<file path="src/source/rv_types_pkg.sv">
package rv_types_pkg;

    // instruction address space, byte addressed
    localparam int IADDR_BITS = 16;

    // halfword program counter, byte address bit 0 is always zero
    typedef logic [IADDR_BITS-1:1] pc_t;

    // one 16-bit instruction parcel
    typedef logic [15:0] half_t;

    // full 32-bit instruction or memory word
    typedef logic [31:0] instr_t;

    // word address toward instruction memory
    typedef logic [IADDR_BITS-3:0] word_addr_t;

endpackage

</file>
<file path="src/source/rv_fetch_pkg.sv">
package rv_fetch_pkg;

    // queue depth in halfwords
    localparam int DEPTH_BITS = 3;
    localparam int QSIZE      = 2 ** DEPTH_BITS;

    // fill count, one extra bit so a full queue fits
    typedef logic [DEPTH_BITS:0] cnt_t;

    // one write into the fetch queue
    typedef struct packed
    {
        rv_types_pkg::half_t lo;     // lower half, used by double pushes
        rv_types_pkg::half_t hi;     // upper half, used by both push kinds
        logic                single; // write hi only
        logic                double; // write lo then hi
    } fetch_push_t;

    // what the queue shows at its head
    typedef struct packed
    {
        rv_types_pkg::half_t lo;     // head parcel
        rv_types_pkg::half_t hi;     // parcel behind it
        rv_types_pkg::pc_t   pc;     // pc of the head parcel
        logic                empty;  // no whole instruction at the head
    } fetch_head_t;

    // one instruction handed to the core
    typedef struct packed
    {
        rv_types_pkg::instr_t instr;
        rv_types_pkg::pc_t    pc;
        logic                 compressed;
    } issue_t;

endpackage

</file>
<file path="src/source/rv_fetch_ctrl.sv">
`timescale 1ns/100ps

module rv_fetch_ctrl
(
    input  logic                      i_clk,
    input  logic                      i_reset_n,
    input  rv_types_pkg::pc_t         i_boot_pc,
    input  logic                      i_flush,
    input  rv_types_pkg::pc_t         i_flush_pc,
    input  logic                      i_buf_full,
    input  rv_types_pkg::instr_t      i_mem_rdata,
    output logic                      o_mem_req,
    output rv_types_pkg::word_addr_t  o_mem_addr,
    output rv_fetch_pkg::fetch_push_t o_push
);

    rv_types_pkg::word_addr_t addr;      // word to fetch next
    logic                     pending;   // response due this cycle
    logic                     drop;      // response belongs to the stream before a flush
    logic                     odd_start; // first word starts at its upper half
    logic                     rsp_ok;    // response accepted into the queue

    // no request in reset and at most one in flight since memory answers one cycle later
    assign o_mem_req  = i_reset_n & ~i_buf_full & ~pending & ~i_flush;
    assign o_mem_addr = addr;

    assign rsp_ok = pending & ~drop & ~i_flush;

    always_comb
    begin
        o_push.lo     = i_mem_rdata[15:0];
        o_push.hi     = i_mem_rdata[31:16];
        o_push.single = rsp_ok & odd_start;  // only the upper parcel is wanted
        o_push.double = rsp_ok & ~odd_start;
    end

    always_ff @(posedge i_clk)
    begin
        if (!i_reset_n)
        begin
            addr      <= i_boot_pc[rv_types_pkg::IADDR_BITS-1:2];
            odd_start <= i_boot_pc[1];
            pending   <= 1'b0;
            drop      <= 1'b0;
        end
        else
        begin
            pending <= o_mem_req;
            // a response landing right after a flush is stale
            drop    <= i_flush;
            if (i_flush)
            begin
                addr      <= i_flush_pc[rv_types_pkg::IADDR_BITS-1:2];
                odd_start <= i_flush_pc[1];
            end
            else if (rsp_ok)
            begin
                addr      <= addr + 1'b1;  // sequential fetch
                odd_start <= 1'b0;
            end
        end
    end

endmodule

</file>
<file path="src/source/rv_fetch_buf.sv">
`timescale 1ns/100ps

module rv_fetch_buf
(
    input  logic                      i_clk,
    input  logic                      i_reset_n,
    input  rv_types_pkg::pc_t         i_boot_pc,
    input  logic                      i_flush,
    input  rv_types_pkg::pc_t         i_flush_pc,
    input  rv_fetch_pkg::fetch_push_t i_push,
    input  logic                      i_pop,
    output rv_fetch_pkg::fetch_head_t o_head,
    output logic                      o_full
);

    rv_types_pkg::half_t data [rv_fetch_pkg::QSIZE];
    rv_types_pkg::half_t data_next [rv_fetch_pkg::QSIZE];
    rv_types_pkg::half_t ext [rv_fetch_pkg::QSIZE+2];  // queue padded for the shift

    rv_fetch_pkg::cnt_t  count;
    rv_fetch_pkg::cnt_t  pop_cnt;
    rv_fetch_pkg::cnt_t  push_cnt;
    rv_fetch_pkg::cnt_t  cnt_after_pop;  // write position for new halves
    rv_fetch_pkg::cnt_t  cnt_next;

    rv_types_pkg::pc_t   pc;
    rv_types_pkg::pc_t   pc_next;

    logic is_comp;
    logic pop_single;
    logic pop_double;

    // low bits 11 mark a full 32-bit instruction
    assign is_comp    = (data[0][1:0] != 2'b11);
    assign pop_single = i_pop & is_comp;
    assign pop_double = i_pop & ~is_comp;

    assign pop_cnt  = pop_double ? rv_fetch_pkg::cnt_t'(2) :
                      pop_single ? rv_fetch_pkg::cnt_t'(1) : '0;
    assign push_cnt = i_push.double ? rv_fetch_pkg::cnt_t'(2) :
                      i_push.single ? rv_fetch_pkg::cnt_t'(1) : '0;

    assign cnt_after_pop = count - pop_cnt;
    assign cnt_next      = i_flush ? '0 : cnt_after_pop + push_cnt;

    // fewer than two free entries after this edge
    assign o_full = (rv_fetch_pkg::cnt_t'(rv_fetch_pkg::QSIZE) - cnt_next) < 2;

    always_comb
    begin
        for (int i = 0; i < rv_fetch_pkg::QSIZE; i++)
        begin
            ext[i] = data[i];
        end
        ext[rv_fetch_pkg::QSIZE]   = '0;
        ext[rv_fetch_pkg::QSIZE+1] = '0;

        for (int i = 0; i < rv_fetch_pkg::QSIZE; i++)
        begin
            if ((i_push.single && cnt_after_pop == rv_fetch_pkg::cnt_t'(i)) ||
                (i_push.double && rv_fetch_pkg::cnt_t'(cnt_after_pop + 1'b1) ==
                                  rv_fetch_pkg::cnt_t'(i)))
                data_next[i] = i_push.hi;
            else if (i_push.double && cnt_after_pop == rv_fetch_pkg::cnt_t'(i))
                data_next[i] = i_push.lo;
            else if (pop_single)
                data_next[i] = ext[i+1];  // shift down by one parcel
            else if (pop_double)
                data_next[i] = ext[i+2];
            else
                data_next[i] = data[i];
        end
    end

    always_ff @(posedge i_clk)
    begin
        data <= data_next;
    end

    always_ff @(posedge i_clk)
    begin
        if (!i_reset_n)
            count <= '0;
        else
            count <= cnt_next;
    end

    assign pc_next = pc + (is_comp ? rv_types_pkg::pc_t'(1) : rv_types_pkg::pc_t'(2));

    always_ff @(posedge i_clk)
    begin
        if (!i_reset_n)
            pc <= i_boot_pc;
        else if (i_flush)
            pc <= i_flush_pc;  // restart at the redirect target
        else if (i_pop)
            pc <= pc_next;
    end

    always_comb
    begin
        o_head.lo    = data[0];
        o_head.hi    = data[1];
        o_head.pc    = pc;
        // a full instruction needs both parcels present
        o_head.empty = (count == '0) || (count == rv_fetch_pkg::cnt_t'(1) && !is_comp);
    end

endmodule

</file>
<file path="src/source/rv_instr_issue.sv">
`timescale 1ns/100ps

module rv_instr_issue
(
    input  logic                      i_clk,
    input  logic                      i_reset_n,
    input  logic                      i_flush,
    input  logic                      i_stall,
    input  rv_fetch_pkg::fetch_head_t i_head,
    output logic                      o_pop,
    output logic                      o_issue_valid,
    output rv_fetch_pkg::issue_t      o_issue
);

    rv_fetch_pkg::issue_t issue_d;
    rv_fetch_pkg::issue_t issue_q;
    logic                 valid_q;
    logic                 is_comp;

    assign is_comp = (i_head.lo[1:0] != 2'b11);

    // take a whole instruction whenever the core can accept one
    assign o_pop = ~i_head.empty & ~i_stall;

    always_comb
    begin
        if (is_comp)
            issue_d.instr = {16'h0000, i_head.lo};  // compressed, kept unexpanded
        else
            issue_d.instr = {i_head.hi, i_head.lo};
        issue_d.pc         = i_head.pc;
        issue_d.compressed = is_comp;
    end

    always_ff @(posedge i_clk)
    begin
        if (!i_reset_n)
            valid_q <= 1'b0;
        else if (i_flush)
            valid_q <= 1'b0;   // old stream must not reach the core
        else if (!i_stall)
            valid_q <= o_pop;
    end

    // payload follows the head, valid tells the core whether to use it
    always_ff @(posedge i_clk)
    begin
        if (!i_stall)
            issue_q <= issue_d;
    end

    assign o_issue_valid = valid_q;
    assign o_issue       = issue_q;

endmodule

</file>
<file path="src/source/rv_fetch_top.sv">
`timescale 1ns/100ps

module rv_fetch_top
(
    input  logic                     i_clk,
    input  logic                     i_reset_n,
    input  rv_types_pkg::pc_t        i_boot_pc,
    input  logic                     i_flush,
    input  rv_types_pkg::pc_t        i_flush_pc,
    input  rv_types_pkg::instr_t     i_mem_rdata,
    input  logic                     i_stall,
    output logic                     o_mem_req,
    output rv_types_pkg::word_addr_t o_mem_addr,
    output logic                     o_issue_valid,
    output rv_fetch_pkg::issue_t     o_issue
);

    rv_fetch_pkg::fetch_push_t push;
    rv_fetch_pkg::fetch_head_t head;
    logic                      buf_full;
    logic                      pop;

    // memory reads into queue writes
    rv_fetch_ctrl u_fetch_ctrl
    (
        .i_clk          (i_clk),
        .i_reset_n      (i_reset_n),
        .i_boot_pc      (i_boot_pc),
        .i_flush        (i_flush),
        .i_flush_pc     (i_flush_pc),
        .i_buf_full     (buf_full),
        .i_mem_rdata    (i_mem_rdata),
        .o_mem_req      (o_mem_req),
        .o_mem_addr     (o_mem_addr),
        .o_push         (push)
    );

    rv_fetch_buf u_fetch_buf
    (
        .i_clk          (i_clk),
        .i_reset_n      (i_reset_n),
        .i_boot_pc      (i_boot_pc),
        .i_flush        (i_flush),
        .i_flush_pc     (i_flush_pc),
        .i_push         (push),
        .i_pop          (pop),
        .o_head         (head),
        .o_full         (buf_full)
    );

    // whole instructions toward the core
    rv_instr_issue u_instr_issue
    (
        .i_clk          (i_clk),
        .i_reset_n      (i_reset_n),
        .i_flush        (i_flush),
        .i_stall        (i_stall),
        .i_head         (head),
        .o_pop          (pop),
        .o_issue_valid  (o_issue_valid),
        .o_issue        (o_issue)
    );

endmodule

</file>
<file path="config.mk">
export PLATFORM = sky130hd
export DESIGN_NAME = rv_fetch_top
export DESIGN_NICKNAME = d
export VERILOG_FILES = /design/src/source/rv_types_pkg.sv /design/src/source/rv_fetch_pkg.sv /design/src/source/rv_fetch_ctrl.sv /design/src/source/rv_fetch_buf.sv /design/src/source/rv_instr_issue.sv /design/src/source/rv_fetch_top.sv
export SDC_FILE = /design/constraint.sdc
export NUM_CORES = 1
export LEC_CHECK = 0
export BUFFER_PORTS_ARGS = -buffer_cell sky130_fd_sc_hd__clkbuf_2
export CORE_MARGIN = 10
export CORE_UTILIZATION = 55
export CTS_CLUSTER_SIZE = 24
export DETAILED_ROUTE_END_ITERATION = 8
export HOLD_SLACK_MARGIN = 0.06
export PLACE_DENSITY = 0.73
export SYNTH_ARGS = -nofsm -noshare
export SYNTH_HDL_FRONTEND = slang
export SYNTH_SLANG_ARGS = --single-unit
</file>
<file path="constraint.sdc">
create_clock -name i_clk -period 6.4 [get_ports i_clk]
set_input_delay 0.64 -clock i_clk [delete_from_list [all_inputs] [get_ports i_clk]]
set_output_delay 0.64 -clock i_clk [all_outputs]
set_load 0.03 [all_outputs]
</file>
==> metrics.txt <==
Req. time, crit path=5.76 ns; cell area after synthesis=11,150 µm²; Post-synth EDFFs=206; final-report hold violation count=0; Chip Width=162.4 µm; placed cell areas=11,920 µm²; drc violations=0; number of synthesized register bits=213; clk root buf=clkbuf_16; nets=1,207; maximum VDD drop=0.0001958 V; Synth Net Count=1,114; Seq/Total Area, Yosys=56.75%; initial antenna violation count=0; leakage=4.874 nW; RD Place Congestion=0.8412; largest net degree at the start of global routing=98; share of cells above drive strength 1=18.57%; run status=finished clean; row cnt=52; clock tree sinks=213; Placement Setup Slack=1.469 ns; final WL=28,410 µm; Core Util, Final=63.02%; setup bufs post-CTS=0; CTS resizes=0; input/output buffers=129; critical path startpoint category=flip-flop; pwr/cell area=277.8 nW/µm²; vias in the first global route=8,240; clock-pin slew on the worst setup and hold paths=0.06 ns; final cycle utilization of the critical path=85.24%; Hold WC Path Type=in2reg; top_reg_cell synth=edfxtp_1; diode count=0; arrival time worst endpoint=4.82 ns; Synth-to-Final Area Change=13.65%; Starting Density=55.45%; via/cell ratio=6.153; R2R setup slack=1.52 ns; Clock Skews=0.02577 ns; final instance area=12,670 µm²; CP Class=reg2out; CTS Hold Buffers Added=0; Worst Path Max Fanout=9; Max Cap Viol=0; non-filler cells, final=1,417; Final Slew Violations=0; most common library cell in the layout ignoring fill and taps=nand2_1; f_max=183.3 MHz; Async S/R FF share, synth=0%; clk buf depth=3; Chip Height=162.4 µm; core area=20,100 µm²; Final WS setup=0.9449 ns; Fin Setup TNS=0 ns; Design Power=3.519 mW; die footprint=26,360 µm²; slew of the pin with the lowest slew margin=1.292 ns; drt initial violations=1,134; final global-route overflow total=0; commonest cells after routing, fill and taps aside=nand2_1, edfxtp_1, clkbuf_2; Pre-antenna DRT Iters=5; via count=8,719; total clock buffers created by CTS=23; clk_lat worst skew=0.52 ns; Slew HR=13.57%; DP HPWL=20,470 µm; wire per inst=20.05 µm; GRT Overall Usage=20.89%; hold slack=0.3960 ns; Setup crit end kind=output port; count of final setup violators=0; dpl cells=1,375; CTS H-tree depth=1; Top-Level Pins=130; YS warnings=0; syn avg cell area=10.75 µm²; Mapped Cells=1,037; first-pass GRT wire length=45,350 µm; post-route ant nets=0; count of cell types in the netlist=53; final worst path period need=5.455 ns; RSZ-0062 raised after global routing=false; CTS tree=built
-- metal layers --
metal | up-vias | part of all wire, % | track usage, %
met5 | - | 0 | 0
met4 | 0 | 1.1 | 4.012
met3 | 27 | 11 | 4.070
met2 | 471 | 44 | 31.49
met1 | 4098 | 44 | 30.86
li1 | 4123 | - | -
-- flip-flops by register name, summed over array words and instances, names as in the netlist --
| name | cells |
|---|---|
| u_fetch_ctrl.pending | 1 |
| u_fetch_ctrl.o_mem_addr | 14 |
| u_fetch_buf.pc | 15 |
| u_fetch_ctrl.drop | 1 |
| u_instr_issue.o_issue_valid | 1 |
| u_fetch_ctrl.odd_start | 1 |
| u_fetch_buf.o_head | 32 |
| u_instr_issue.o_issue | 48 |
| u_fetch_buf.count | 4 |
| u_fetch_buf.data | 96 |
-- Yosys cell counts (10+ instances only) --
library cell / number / area share (%)
a21oi_1: 31 / 1.4
a22o_1: 31 / 2.4
a22oi_1: 10 / 0.67
a32oi_1: 65 / 5.1
and3_1: 23 / 1.3
buf_2: 28 / 1.3
clkbuf_1: 41 / 1.4
edfxtp_1: 206 / 55
inv_1: 17 / 0.57
mux2_4: 10 / 1.3
mux2i_1: 17 / 1.5
nand2_1: 210 / 7.1
nand2b_1: 15 / 0.84
nand3_1: 56 / 2.5
nor2_1: 30 / 1.0
nor2b_1: 12 / 0.67
o21ai_0: 67 / 3.0
o21ai_1: 13 / 0.58
o22ai_1: 48 / 2.7
xnor2_1: 10 / 0.79
xor2_1: 18 / 1.4
-- power breakdown --
part / leakage (nW) / switching, mW / internal, mW
clock: 0.365 / 0.550 / 0.757
sequential: 2.01 / 0.0592 / 1.66
combinational: 2.50 / 0.335 / 0.159
-- worst paths after layout --
check	end	cells past startpoint	start
max	o_mem_req	14	u_fetch_buf.count[2]
min reg2reg	u_instr_issue.o_issue[19]	0	u_fetch_buf.o_head[35]
max reg2reg	u_fetch_buf.o_head[18]	10	u_fetch_buf.count[2]
min	u_instr_issue.o_issue_valid	3	i_stall
-- critical path: stages, from the launching register on --
cell and delay [ns]:
dfxtp_1 0.40, or3_1 0.45, o21ai_0 0.28, nand2b_4 0.19
inv_2 0.05, ha_1 0.21, fa_1 0.67, clkinv_1 0.24
ha_1 0.33, a21o_1 0.19, a2111oi_0 0.38, a21oi_1 0.13
xor2_1 0.19, a2111oi_2 0.33, clkbuf_2 0.27
-- kinds of logic after synthesis --
kind of cell | share of synthesized area (%)
and+or+nand+nor | 14.97
AOI/OAI and AO/OA | 17.38
DFF | 56.75
buffers and inverters | 3.580
muxes | 3.681
xor gates and xnor gates | 2.200
adders and majority gates | 1.437
-- cell type report --
class	count	area, µm²
Clock buffer	25	593.1
Timing Repair Buffer	142	743.2
Inverter	20	75.07
Multi-Input combinational cell	730	4442
Tap cell	270	337.8
Fill cell	1584	7435
Clock inverter	17	152.6
Sequential cell	213	6326
(Power assumes the default switching activity.)
